`src/l2_refill_pkg.sv`:
```
// line geometry and shared types for the L2 refill path
// offset_width is fixed here because the line types depend on it
package l2_refill_pkg;

    // log2 of 32-bit words per line
    localparam int offset_width = 2;
    localparam int line_words = 1 << offset_width;
    // line address, byte address without the line offset
    localparam int addr_width = 26;

    typedef logic [addr_width-1:0] line_addr_t;
    typedef logic [line_words*32-1:0] line_data_t;

    // one dirty line, cache to write buffer and write buffer to memory
    typedef struct packed {
        line_addr_t addr;
        line_data_t data;
    } evict_t;

    // refill arbiter states
    typedef enum logic [2:0] {
        idle,
        wrt_ar,
        wrt_r,
        ret_ar,
        ret_r
    } arb_state_t;

endpackage

```
`src/write_buffer.sv`:
```
// circular queue of evicted dirty lines; wb_depth must be a power of two, at least 2
// a line answers queries until memory acknowledges its write
`timescale 1ns/1ps

module write_buffer
    import l2_refill_pkg::*;
#(
    parameter int wb_depth = 4
) (
    input  logic       clk,
    input  logic       rstn,
    // eviction side
    input  logic       evict_valid,
    input  evict_t     evict,
    output logic       wb_full,
    // arbiter query
    input  line_addr_t rd_addr,
    output logic       query_ok,
    output line_data_t query_data,
    // memory write side
    output logic       mem_wr_valid,
    output evict_t     mem_wr,
    input  logic       mem_wr_ok
);

    localparam int ptr_width = $clog2(wb_depth);

    evict_t               ent [wb_depth];
    logic [wb_depth-1:0]  valid;
    logic [ptr_width-1:0] head;
    logic [ptr_width-1:0] tail;
    logic                 release_head;
    logic                 merge;
    logic [ptr_width-1:0] merge_idx;

    // entries stay contiguous from head to tail
    assign wb_full      = &valid;
    assign mem_wr_valid = valid[head];
    assign mem_wr       = ent[head];
    assign release_head = valid[head] && mem_wr_ok;

    // look for an entry that already holds the evicted line
    always_comb begin
        merge     = 1'b0;
        merge_idx = '0;
        for (int i = 0; i < wb_depth; i++) begin
            if (valid[i] && ent[i].addr == evict.addr) begin
                merge     = 1'b1;
                merge_idx = ptr_width'(i);
            end
        end
        // head leaves this cycle, so the new data needs its own entry
        if (release_head && merge_idx == head) begin
            merge = 1'b0;
        end
    end

    // associative lookup for the arbiter
    always_comb begin
        query_ok   = 1'b0;
        query_data = '0;
        for (int i = 0; i < wb_depth; i++) begin
            if (valid[i] && ent[i].addr == rd_addr) begin
                query_ok   = 1'b1;
                query_data = ent[i].data;
            end
        end
        // incoming eviction is the newest copy
        if (evict_valid && evict.addr == rd_addr) begin
            query_ok   = 1'b1;
            query_data = evict.data;
        end
    end

    // queue pointers and valid bits
    always_ff @(posedge clk or negedge rstn) begin
        if (!rstn) begin
            valid <= '0;
            head  <= '0;
            tail  <= '0;
        end else begin
            if (release_head) begin
                valid[head] <= 1'b0;
                head        <= head + 1'b1;
            end
            if (evict_valid && !merge) begin
                valid[tail] <= 1'b1;
                tail        <= tail + 1'b1;
            end
        end
    end

    // line storage
    always_ff @(posedge clk) begin
        if (evict_valid) begin
            if (merge) begin
                ent[merge_idx].data <= evict.data;
            end else begin
                ent[tail] <= evict;
            end
        end
    end

endmodule

```
`src/wrt_ret_arbiter.sv`:
```
// serves a refill from the write buffer on a hit, else from the return buffer
// one request at a time; rd_req must stay up until addr_ok
`timescale 1ns/1ps

module wrt_ret_arbiter
    import l2_refill_pkg::*;
(
    input  logic       clk,
    input  logic       rstn,
    // L2 cache side
    input  logic       l2cache_mem_req_r,
    output logic       mem_l2cache_addrOK_r,
    input  logic       l2cache_mem_rdy,
    output logic       mem_l2cache_dataOK,
    output line_data_t din_mem_l2cache,
    // write buffer lookup
    input  line_data_t query_data,
    input  logic       query_ok,
    // return buffer
    output logic       arbiter_mem_req,
    input  logic       mem_arbiter_addrOK,
    input  logic       mem_arbiter_dataOK,
    input  line_data_t dout_mem_arbiter,
    output logic       cache_mem_rdy
);

    arb_state_t state;
    arb_state_t state_nxt;
    line_data_t hold_data;

    assign cache_mem_rdy = l2cache_mem_rdy;

    always_ff @(posedge clk or negedge rstn) begin
        if (!rstn) begin
            state <= idle;
        end else begin
            state <= state_nxt;
        end
    end

    always_comb begin
        state_nxt = state;
        case (state)
            idle: begin
                if (l2cache_mem_req_r) begin
                    state_nxt = query_ok ? wrt_ar : ret_ar;
                end
            end
            wrt_ar: state_nxt = wrt_r;
            wrt_r: begin
                if (l2cache_mem_rdy) begin
                    state_nxt = idle;
                end
            end
            ret_ar: begin
                if (mem_arbiter_addrOK) begin
                    state_nxt = ret_r;
                end
            end
            ret_r: begin
                if (l2cache_mem_rdy && mem_arbiter_dataOK) begin
                    state_nxt = idle;
                end
            end
            default: state_nxt = idle;
        endcase
    end

    // strobes and data toward the cache
    always_comb begin
        mem_l2cache_addrOK_r = 1'b0;
        mem_l2cache_dataOK   = 1'b0;
        arbiter_mem_req      = 1'b0;
        din_mem_l2cache      = '0;
        case (state)
            wrt_ar: mem_l2cache_addrOK_r = 1'b1;
            wrt_r: begin
                mem_l2cache_dataOK = 1'b1;
                din_mem_l2cache    = hold_data;
            end
            ret_ar: begin
                arbiter_mem_req      = 1'b1;
                mem_l2cache_addrOK_r = mem_arbiter_addrOK;
            end
            ret_r: begin
                mem_l2cache_dataOK = mem_arbiter_dataOK;
                din_mem_l2cache    = dout_mem_arbiter;
            end
            default: ;
        endcase
    end

    // snapshot of the hit line, taken when the request is seen
    always_ff @(posedge clk) begin
        if (state == idle && l2cache_mem_req_r && query_ok) begin
            hold_data <= query_data;
        end
    end

endmodule

```
`src/return_buffer.sv`:
```
// fetches one line from memory per arbiter request and keeps it until the cache takes it
// memory must not return data in the cycle of its address acknowledge
`timescale 1ns/1ps

module return_buffer
    import l2_refill_pkg::*;
(
    input  logic       clk,
    input  logic       rstn,
    // arbiter side
    input  logic       arbiter_mem_req,
    input  line_addr_t rd_addr,
    input  logic       cache_mem_rdy,
    output logic       ret_addr_ok,
    output logic       ret_data_ok,
    output line_data_t ret_data,
    // memory read side
    output logic       mem_rd_req,
    output line_addr_t mem_rd_addr,
    input  logic       mem_rd_addr_ok,
    input  logic       mem_rd_data_ok,
    input  line_data_t mem_rd_data
);

    typedef enum logic [1:0] {
        wait_addr,
        wait_data,
        hold
    } rb_state_t;

    rb_state_t  state;
    rb_state_t  state_nxt;
    line_data_t line_q;

    // cache keeps rd_addr steady until addr_ok
    assign mem_rd_req  = (state == wait_addr) && arbiter_mem_req;
    assign mem_rd_addr = rd_addr;
    assign ret_addr_ok = mem_rd_req && mem_rd_addr_ok;
    assign ret_data_ok = (state == hold);
    assign ret_data    = line_q;

    always_ff @(posedge clk or negedge rstn) begin
        if (!rstn) begin
            state <= wait_addr;
        end else begin
            state <= state_nxt;
        end
    end

    always_comb begin
        state_nxt = state;
        case (state)
            wait_addr: begin
                if (ret_addr_ok) begin
                    state_nxt = wait_data;
                end
            end
            wait_data: begin
                if (mem_rd_data_ok) begin
                    state_nxt = hold;
                end
            end
            hold: begin
                if (cache_mem_rdy) begin
                    state_nxt = wait_addr;
                end
            end
            default: state_nxt = wait_addr;
        endcase
    end

    // returned line, valid from the next cycle
    always_ff @(posedge clk) begin
        if (state == wait_data && mem_rd_data_ok) begin
            line_q <= mem_rd_data;
        end
    end

endmodule

```
`src/l2_refill_top.sv`:
```
// L2 refill path: write buffer, refill arbiter and return buffer
// one outstanding read; the cache must not evict while wb_full is high
`timescale 1ns/1ps

module l2_refill_top
    import l2_refill_pkg::*;
#(
    parameter int wb_depth = 4
) (
    input  logic       clk,
    input  logic       rstn,
    // L2 cache refill
    input  logic       rd_req,
    input  line_addr_t rd_addr,
    output logic       addr_ok,
    output logic       data_ok,
    output line_data_t rd_data,
    input  logic       cache_rdy,
    // L2 cache eviction
    input  logic       evict_valid,
    input  evict_t     evict,
    output logic       wb_full,
    // memory write
    output logic       mem_wr_valid,
    output evict_t     mem_wr,
    input  logic       mem_wr_ok,
    // memory read
    output logic       mem_rd_req,
    output line_addr_t mem_rd_addr,
    input  logic       mem_rd_addr_ok,
    input  logic       mem_rd_data_ok,
    input  line_data_t mem_rd_data
);

    logic       query_ok;
    line_data_t query_data;
    logic       arbiter_mem_req;
    logic       ret_addr_ok;
    logic       ret_data_ok;
    line_data_t ret_data;
    logic       cache_mem_rdy;

    write_buffer #(
        .wb_depth (wb_depth)
    ) i_write_buffer (
        .clk          (clk),
        .rstn         (rstn),
        .evict_valid  (evict_valid),
        .evict        (evict),
        .wb_full      (wb_full),
        .rd_addr      (rd_addr),
        .query_ok     (query_ok),
        .query_data   (query_data),
        .mem_wr_valid (mem_wr_valid),
        .mem_wr       (mem_wr),
        .mem_wr_ok    (mem_wr_ok)
    );

    wrt_ret_arbiter i_wrt_ret_arbiter (
        .clk                  (clk),
        .rstn                 (rstn),
        .l2cache_mem_req_r    (rd_req),
        .mem_l2cache_addrOK_r (addr_ok),
        .l2cache_mem_rdy      (cache_rdy),
        .mem_l2cache_dataOK   (data_ok),
        .din_mem_l2cache      (rd_data),
        .query_data           (query_data),
        .query_ok             (query_ok),
        .arbiter_mem_req      (arbiter_mem_req),
        .mem_arbiter_addrOK   (ret_addr_ok),
        .mem_arbiter_dataOK   (ret_data_ok),
        .dout_mem_arbiter     (ret_data),
        .cache_mem_rdy        (cache_mem_rdy)
    );

    return_buffer i_return_buffer (
        .clk             (clk),
        .rstn            (rstn),
        .arbiter_mem_req (arbiter_mem_req),
        .rd_addr         (rd_addr),
        .cache_mem_rdy   (cache_mem_rdy),
        .ret_addr_ok     (ret_addr_ok),
        .ret_data_ok     (ret_data_ok),
        .ret_data        (ret_data),
        .mem_rd_req      (mem_rd_req),
        .mem_rd_addr     (mem_rd_addr),
        .mem_rd_addr_ok  (mem_rd_addr_ok),
        .mem_rd_data_ok  (mem_rd_data_ok),
        .mem_rd_data     (mem_rd_data)
    );

endmodule

```
`config.mk`:
```
export PLATFORM = sky130hd
export DESIGN_NAME = l2_refill_top
export DESIGN_NICKNAME = d
export VERILOG_FILES = /design/src/l2_refill_pkg.sv /design/src/write_buffer.sv /design/src/wrt_ret_arbiter.sv /design/src/return_buffer.sv /design/src/l2_refill_top.sv
export SDC_FILE = /design/constraint.sdc
export NUM_CORES = 1
export LEC_CHECK = 0
export ABC_AREA = 1
export BUFFER_PORTS_ARGS = -buffer_cell sky130_fd_sc_hd__buf_2
export CAP_MARGIN = 40
export CORE_ASPECT_RATIO = 0.9
export CORE_MARGIN = 1
export CORE_UTILIZATION = 50
export CTS_CLUSTER_SIZE = 16
export DETAILED_ROUTE_END_ITERATION = 16
export PLACE_DENSITY_LB_ADDON = 0.15
export SLEW_MARGIN = 20
export SYNTH_ARGS = -nofsm -noshare
export SYNTH_HDL_FRONTEND = slang
export SYNTH_SLANG_ARGS = --single-unit
```
`constraint.sdc`:
```
create_clock -name clk -period 14.9 [get_ports clk]
set_input_delay 1.49 -clock clk [delete_from_list [all_inputs] [get_ports clk]]
set_output_delay 1.49 -clock clk [all_outputs]
set_load 0.02 [all_outputs]
```
==> summary.md, run 1 <==
| Metric | Value |
|---|---|
| Number of gates given a new drive strength after cts | 0 |
| Number of CTS-inserted buffers | 93 |
| Core area | 86000 um2 |
| GR Overflow Total | 0 |
| Synth Register Bits | 885 |
| Chip height | 282 um |
| Area added between synthesis and finish | 16.2% |
| Worst-Skew Late Latency | 0.66 ns |
| Worst-case setup margin in the final layout | 9.46 ns |
| Status | finished, final reports clean |
| DRC violation count after routing | 0 |
| Pin count of the biggest net entering global routing | 195 |
| Deepest clock path buffer count | 3 |
| Root buffer cell | sky130_fd_sc_hd__clkbuf_16 |
| CTS sink cnt | 885 |
| Final count of negative-setup-slack endpoints | 0 |
| Width of the die | 313 um |
| Number of filler instances in the final layout | 7590 |
| Relative max-transition margin | 20.6% |
| Data arrival time of the worst path | 5.74 ns |
| Most area-hungry cell type in the Yosys netlist | sky130_fd_sc_hd__edfxtp_1 |
| Clock-pin slew on the worst setup and hold paths | 0.06 ns |
| CTS tree | done |
| Detailed-route wire length | 149 mm |
| Area enclosed by the die boundary | 88100 um2 |
| Slew at the pin closest to its max-slew limit | 1.19 ns |
| Post-cts hold buffer count | 0 |
| Initial detailed-routing violation count | 3645 |
| Critical path capture point type | register |
| Leading cell types in the layout, fill and taps excluded | 1396 x sky130_fd_sc_hd__nand2_1, 885 x sky130_fd_sc_hd__nor2_1, 872 x sky130_fd_sc_hd__edfxtp_1 |
| Count of warnings emitted by yosys | 0 |
| Sequential share of the synthesized area | 61.0% |
| Post-Route Hold Slack | 0.566 ns |
| Crit path launch type | register |
| Worst Setup Path Type | reg2reg |
| Highest clock rate | 184 MHz |
| Clock Skew | 0.0233 ns |
| RSZ-0062 raised after global routing | no |
| Cell count after placement | 6317 |
| Final ANT Viol Nets | 0 |
| Final Wtd Congestion | 1.02 |
| Htree depth | 3 |
| First-pass GRT wire length | 217 mm |
| Number of distinct library cell variants in the gate-level netlist after synthesis | 39 |
| Placed wire-length estimate | 96.6 mm |
| Number of buffers inserted to repair setup after CTS | 0 |
| Most frequent standard cell in the layout excluding fill and tap cells | sky130_fd_sc_hd__nand2_1 |
| Endpoint required time on the critical path | 15.20 ns |
| Leakage power summed over all cells | 21.6 nW |
| Post-route clock period utilization | 36.5% |
| Post-synthesis instance area | 43500 um2 |
| Count of placed standard cells in the final layout, fillers left out | 6503 |
| Synthesized Nets | 5122 |
| Post-detailed-route wirelength per cell | 22.9 um |
| Post-route total power | 8.49 mW |
| Initial antenna violation count | 32 |
| Initial cell density of the core | 50.5% |
| Share of cells above drive strength 1 | 15.9% |
| Port Buf Inserts | 628 |
| Worst slack at placement | 8.70 ns |
| Mapped Avg Cell Area | 9.06 um2 |
| Layout net count | 5594 |
| Ports | 629 |
| Via count | 36300 |
| Final critical path time including I/O delays and setup | 5.44 ns |
| Avg Vias per Cell | 5.59 |
| Final hold violations | 0 |
| Worst hold path type | reg2reg |
| Final setup TNS | 0 ns |
| Max Slew Vio Count | 0 |
| All-Layer GR Usage | 32.9% |
| Power density of the placed cells | 168 nW/um2 |
| Post-Synthesis Cells | 4798 |
| Number of rows created at floorplan | 102 |
| Number of global-route vias before repair | 33900 |
| Largest cells by area after synthesis | sky130_fd_sc_hd__edfxtp_1 60%, sky130_fd_sc_hd__nand2_1 12%, sky130_fd_sc_hd__nor2_1 7.7% |
| Max-cap violations | 0 |
| VDD IR max | 119 uV |
| Initial DRT Pass Iterations | 6 |
| Highest fanout seen on the critical path | 74 |
| Fraction of synthesized cell area taken by the top area cell type | 60.3% |
-- synthesized netlist by cell type --
cell type,n
sky130_fd_sc_hd__a211oi_1,5
sky130_fd_sc_hd__a21oi_1,199
sky130_fd_sc_hd__a221oi_1,2
sky130_fd_sc_hd__a31o_2,4
sky130_fd_sc_hd__and2_1,3
sky130_fd_sc_hd__and3_1,1
sky130_fd_sc_hd__buf_1,18
sky130_fd_sc_hd__buf_2,98
sky130_fd_sc_hd__buf_4,45
sky130_fd_sc_hd__buf_6,1
sky130_fd_sc_hd__clkbuf_1,133
sky130_fd_sc_hd__clkbuf_2,6
sky130_fd_sc_hd__clkinv_1,1
sky130_fd_sc_hd__dfrtp_1,13
sky130_fd_sc_hd__edfxtp_1,872
sky130_fd_sc_hd__ha_1,8
sky130_fd_sc_hd__inv_1,294
sky130_fd_sc_hd__inv_2,10
sky130_fd_sc_hd__nand2_1,1396
sky130_fd_sc_hd__nand2_2,3
sky130_fd_sc_hd__nand2_4,1
sky130_fd_sc_hd__nand3_1,25
sky130_fd_sc_hd__nand3_2,1
sky130_fd_sc_hd__nand3b_1,1
sky130_fd_sc_hd__nand4_1,21
sky130_fd_sc_hd__nor2_1,896
sky130_fd_sc_hd__nor3_1,18
sky130_fd_sc_hd__nor3_2,1
sky130_fd_sc_hd__nor4_1,13
sky130_fd_sc_hd__o2111ai_1,6
sky130_fd_sc_hd__o211ai_1,1
sky130_fd_sc_hd__o21ai_0,444
sky130_fd_sc_hd__o21ai_1,4
sky130_fd_sc_hd__o21bai_1,2
sky130_fd_sc_hd__o22ai_1,173
sky130_fd_sc_hd__or2_0,1
sky130_fd_sc_hd__or2_2,8
sky130_fd_sc_hd__xnor2_1,29
sky130_fd_sc_hd__xor2_1,41
-- flip-flops by register name, indices dropped and copies added, names as in the netlist --
register / flops
i_write_buffer.valid: 4
i_wrt_ret_arbiter.hold_data: 128
i_write_buffer.head: 2
i_return_buffer.ret_data: 128
i_write_buffer.ent: 616
i_return_buffer.state: 2
i_wrt_ret_arbiter.state: 3
i_write_buffer.tail: 2
-- routing by layer --
metal | vias to the layer above | wire length (um) | GRT usage (%)
met5 | - | 165 | 0
met4 | 26 | 5210 | 11.7
met3 | 293 | 12900 | 6.19
met2 | 1746 | 69500 | 52.1
met1 | 17300 | 61200 | 45.3
li1 | 16900 | - | -
-- layout make-up --
| class | count | area (um2) | share of cell area (%) |
|---|---|---|---|
| timing repair buffer | 678 | 3900 | 7.72 |
| inverter | 305 | 1170 | 2.32 |
| clock inverter | 57 | 542 | 1.07 |
| sequential | 885 | 26500 | 52.5 |
| clock buffer | 113 | 2450 | 4.86 |
| multi-input combinational | 3307 | 14500 | 28.6 |
| tap | 1144 | 1430 | 2.83 |
| antenna | 14 | 35.0 | 0.0694 |
-- stage by stage --
stage          instance area (um2)  util (%)
2_1_floorplan                43500         -
3_3_place_gp                 47000      54.7
3_5_place_dp                 47400      55.1
4_1_cts                      50400      58.6
5_1_grt                      50500      58.7
6_report                     50500      58.7
-- report_power, final --
group	switching, mW	internal (mW)	total [mW]
Combinational	2.27	0.838	3.10
Clock	0.980	1.33	2.31
Sequential	0.142	2.94	3.08
-- final timing paths --
| check | startpoint | end | slack (ns) | depth (start not counted) |
|---|---|---|---|---|
| hold reg to reg | i_write_buffer.tail[0] | i_write_buffer.tail[0] | 0.57 | 2 |
| setup / recovery | i_write_buffer.head[1] | i_write_buffer.ent[3][36] | 9.46 | 19 |
| max in group asynchronous | rstn | i_write_buffer.head[1] | 13.80 | 1 |
| min in group asynchronous | rstn | i_wrt_ret_arbiter.state[2] | 0.76 | 1 |
| hold / removal | i_write_buffer.tail[0] | i_write_buffer.tail[0] | 0.57 | 2 |
| setup reg to reg | i_write_buffer.head[1] | i_write_buffer.ent[3][36] | 9.46 | 19 |
-- cells by family after synthesis --
| group | count (synthesis) | share of synthesized area [%] |
|---|---|---|
| adder cells (fa/ha/maj) | 8 | 0.230 |
| flip-flops | 885 | 61.0 |
| AO/OA/AOI/OAI | 840 | 10.3 |
| XOR/XNOR | 70 | 1.41 |
| buffers and inverters | 606 | 5.94 |
| AND/OR/NAND/NOR | 2389 | 21.1 |
-- critical path, cell delays in order, from the launching register on --
cell,delay [ns]
sky130_fd_sc_hd__dfrtp_4,0.74
sky130_fd_sc_hd__inv_6,0.41
sky130_fd_sc_hd__buf_16,0.33
sky130_fd_sc_hd__a21oi_1,0.06
sky130_fd_sc_hd__o21ai_0,0.09
sky130_fd_sc_hd__nand2_1,0.07
sky130_fd_sc_hd__inv_1,0.16
sky130_fd_sc_hd__nand2_1,0.22
sky130_fd_sc_hd__inv_1,0.24
sky130_fd_sc_hd__nand2_1,0.09
sky130_fd_sc_hd__nor2_1,0.11
sky130_fd_sc_hd__nand2_2,0.09
sky130_fd_sc_hd__nand2_4,0.11
sky130_fd_sc_hd__nand3_1,0.11
sky130_fd_sc_hd__nand2_1,0.23
sky130_fd_sc_hd__nand2_1,0.13
sky130_fd_sc_hd__nor2_4,0.46
sky130_fd_sc_hd__buf_4,0.71
sky130_fd_sc_hd__buf_4,0.32
sky130_fd_sc_hd__buf_16,0.28
Power figures use the tool's default switching activity.
==> run 2: changes to the inputs <==
- clock period: 14.9 -> 5.6 ns (I/O delays scaled with it)
==> run 2 against run 1 <==
First-iteration DRC count is 0.41% higher. Fmax rose by 35%. Die area did not move. Core utilization grew 0.25 points. Worst setup slack worse by 7.9 ns. Critical path depth decreased by 8. Final cell count rose by 0.12%. Critical path type unchanged. Largest power group unchanged.
==> summary.md, run 2 (synthesis gave the netlist of run 1 again) <==
| Metric | Value |
|---|---|
| Status | finished, final reports clean (unchanged) |
| CTS sink cnt | 885 (unchanged) |
| Worst Setup Path Type | reg2reg (unchanged) |
| Endpoint of the most critical register-to-register path | i_wrt_ret_arbiter.hold_data[56] (was i_write_buffer.ent[3][36]) |
| Post-detailed-route wirelength per cell | 23.0 um (was 22.9 um) |
| Avg Vias per Cell | 5.61 (was 5.59) |
| VDD IR max | 446 uV (was 119 uV) |
| Capture point of the critical path | i_wrt_ret_arbiter.hold_data[56] (was i_write_buffer.ent[3][36]) |
| Startpoint of the most critical register-to-register path | i_write_buffer.ent[1][146] (was i_write_buffer.head[1]) |
| Number of filler instances in the final layout | 7387 (was 7590) |
| First-pass GRT wire length | 217 mm (about the same) |
| Initial DRT Pass Iterations | 7 (was 6) |
| Initial detailed-routing violation count | 3660 (was 3645) |
| Highest fanout seen on the critical path | 47 (was 74) |
| Slowest stage cell, crit path | sky130_fd_sc_hd__nand4_1 (was sky130_fd_sc_hd__dfrtp_4) |
| GR Overflow Total | 0 (unchanged) |
| Leakage power summed over all cells | 21.6 nW (about the same) |
| Fin util | 59.0% (was 58.7%) |
| Clock-pin slew on the worst setup and hold paths | 0.06 ns (about the same) |
| Port Buf Inserts | 628 (unchanged) |
| Via count | 36500 (was 36300) |
| Htree depth | 3 (unchanged) |
| Slew at the pin closest to its max-slew limit | 1.03 ns (was 1.19 ns) |
| Critical Path Source | i_write_buffer.ent[1][146] (was i_write_buffer.head[1]) |
| Area occupied by registers | 26500 um2 (unchanged) |
| Final critical path time including I/O delays and setup | 4.03 ns (was 5.44 ns) |
| Register with the most flip-flops | i_write_buffer.ent (unchanged) |
| Final count of negative-setup-slack endpoints | 0 (unchanged) |
| Post-route clock period utilization | 71.9% (was 36.5%) |
| Worst setup slack for register-to-register paths | 1.57 ns (was 9.46 ns) |
| Chip height | 282 um (unchanged) |
| RSZ-0062 raised after global routing | no (unchanged) |
| Number of CTS-inserted buffers | 94 (was 93) |
| Crit path launch type | register (unchanged) |
| Area added between synthesis and finish | 16.7% (was 16.2%) |
| Area enclosed by the die boundary | 88100 um2 (unchanged) |
| Root buffer cell | sky130_fd_sc_hd__clkbuf_16 (unchanged) |
| Critical path capture point type | register (unchanged) |
| Initial cell density of the core | 50.5% (unchanged) |
| Ports | 629 (unchanged) |
| Post-route total power | 22.7 mW (was 8.49 mW) |
| Width of the die | 313 um (unchanged) |
| Detailed-route wire length | 150 mm (was 149 mm) |
| Number of rows created at floorplan | 102 (unchanged) |
| DRC violation count after routing | 0 (unchanged) |
| Layout net count | 5605 (was 5594) |
| Share of cells above drive strength 1 | 16.1% (was 15.9%) |
| Relative max-transition margin | 31.5% (was 20.6%) |
| Multi-input gate area | 14500 um2 (unchanged) |
| Core area | 86000 um2 (unchanged) |
| Number of global-route vias before repair | 33500 (was 33900) |
| Most frequent standard cell in the layout excluding fill and tap cells | sky130_fd_sc_hd__nand2_1 (unchanged) |
| Endpoint required time on the critical path | 5.91 ns (was 15.20 ns) |
| Power density of the placed cells | 447 nW/um2 (was 168 nW/um2) |
| Data arrival time of the worst path | 4.34 ns (was 5.74 ns) |
| Clock Skew | 0.0227 ns (was 0.0233 ns) |
| Placed wire-length estimate | 96.3 mm (was 96.6 mm) |
| Worst hold path type | in2reg (was reg2reg) |
| CTS tree | done (unchanged) |
| Final Wtd Congestion | 1.10 (was 1.02) |
| All-Layer GR Usage | 33.0% (was 32.9%) |
| Worst-Skew Late Latency | 0.67 ns (was 0.66 ns) |
| Leading cell types in the layout, fill and taps excluded | 1396 x sky130_fd_sc_hd__nand2_1, 885 x sky130_fd_sc_hd__nor2_1, 872 x sky130_fd_sc_hd__edfxtp_1 (unchanged) |
| Pin count of the biggest net entering global routing | 144 (was 195) |
| Highest clock rate | 248 MHz (was 184 MHz) |
| Number of buffers inserted to repair setup after CTS | 0 (unchanged) |
| Final hold violations | 0 (unchanged) |
| Max Slew Vio Count | 0 (unchanged) |
| Max-cap violations | 0 (unchanged) |
| Final ANT Viol Nets | 0 (unchanged) |
| Initial antenna violation count | 26 (was 32) |
| Delay of the slowest cell on the worst path | 0.63 ns (was 0.74 ns) |
| Cells traversed along the worst timing path | xnor2_1 -> nand3_1 -> nor3_1 -> nand2_1 -> nor3_1 -> nand4_1 -> inv_1 -> nor2_1 -> nand3_1 -> and3_4 -> buf_12 (was inv_6 -> buf_16 -> a21oi_1 -> o21ai_0 -> nand2_1 -> inv_1 -> nand2_1 -> inv_1 -> nand2_1 -> nor2_1 -> nand2_2 -> nand2_4 -> nand3_1 -> nand2_1 -> nand2_1 -> nor2_4 -> buf_4 -> buf_4 -> buf_16) |
| Number of flip-flops in the largest register | 616 (unchanged) |
| Cell count of the worst reg-to-reg path | 11 (was 19) |
| Deepest clock path buffer count | 3 (unchanged) |
## run 2: cell types whose count changed in the layout (fill, tap and decap cells not counted), moves of 2 or more
cell	before	now
sky130_fd_sc_hd__buf_12	13	25
sky130_fd_sc_hd__clkbuf_8	1	3
sky130_fd_sc_hd__diode_2	14	12
sky130_fd_sc_hd__buf_16	11	9
sky130_fd_sc_hd__clkinv_2	15	10
sky130_fd_sc_hd__clkbuf_1	17	19
sky130_fd_sc_hd__buf_4	25	22
## run 2: worst min path at each step
| stage | startpoint | slack (ns) | depth (start not counted) | to |
|---|---|---|---|---|
| floorplan | rstn | 0.26 | 0 | i_return_buffer.state[0] |
| global placement | rstn | 0.53 | 1 | i_write_buffer.valid[2] |
| detailed placement | rstn | 0.53 | 1 | i_write_buffer.valid[2] |
| CTS | mem_rd_data[90] | 0.03 | 1 | i_return_buffer.ret_data[90] |
| global route | mem_rd_data[55] | 0.03 | 1 | i_return_buffer.ret_data[55] |
| finish | mem_rd_data[90] | 0.06 | 1 | i_return_buffer.ret_data[90] |
## run 2: worst max-delay path, delay by kind of cell (launching register included)
kind	cells	cell delay, ns
AND/OR/NAND/NOR	8	2.36
buffers and inverters	2	0.57
flip-flops	1	0.43
XOR/XNOR	1	0.22
## run 2: power by group
| group | internal (mW) | switching (mW) | total (mW) | leakage, nW |
|---|---|---|---|---|
| sequential | 7.81 | 0.367 | 8.18 | 7.85 |
| combinational | 2.25 | 6.06 | 8.31 | 12.3 |
| clock | 3.55 | 2.64 | 6.19 | 1.46 |
| total | 13.6 | 9.07 | 22.7 | 21.6 |
## run 2: metal layers
metal / share of wire (%) / vias up / GRT usage [%]
met5: 0.12 / - / 0
met4: 3.7 / 26 / 12.2
met3: 9.6 / 299 / 7.53
met2: 46 / 1754 / 51.4
met1: 41 / 17500 / 45.3
li1: - / 16900 / -
## run 2: final cells by class
class	count	share of cell area, %
Tap cell	1144	2.82
Clock buffer	116	4.86
Clock inverter	54	1.10
Multi-Input combinational cell	3307	28.5
Timing Repair Buffer	688	8.07
Inverter	305	2.31
Sequential cell	885	52.3
Antenna cell	12	0.0592
## run 2: timing repair
action | 4_1_cts | 5_1_grt
hold buffers | 1 | 0
endpoints found under the hold margin | 13 | 0
gates resized for setup | 0 | 0
## run 2: through the flow
step                area (um2)  setup TNS, ns  setup slack, ns  cells  hold WS (ns)
floorplan                43500         -54.23           -0.171   4798         0.264
global placement         47400              0             1.37   6315         0.526
detailed placement       47600              0             1.41   6325         0.527
CTS                      50600              0             1.52   6496        0.0280
global route             50700              0             1.45   6507        0.0336
finish                   50700              0             1.57   6511        0.0624
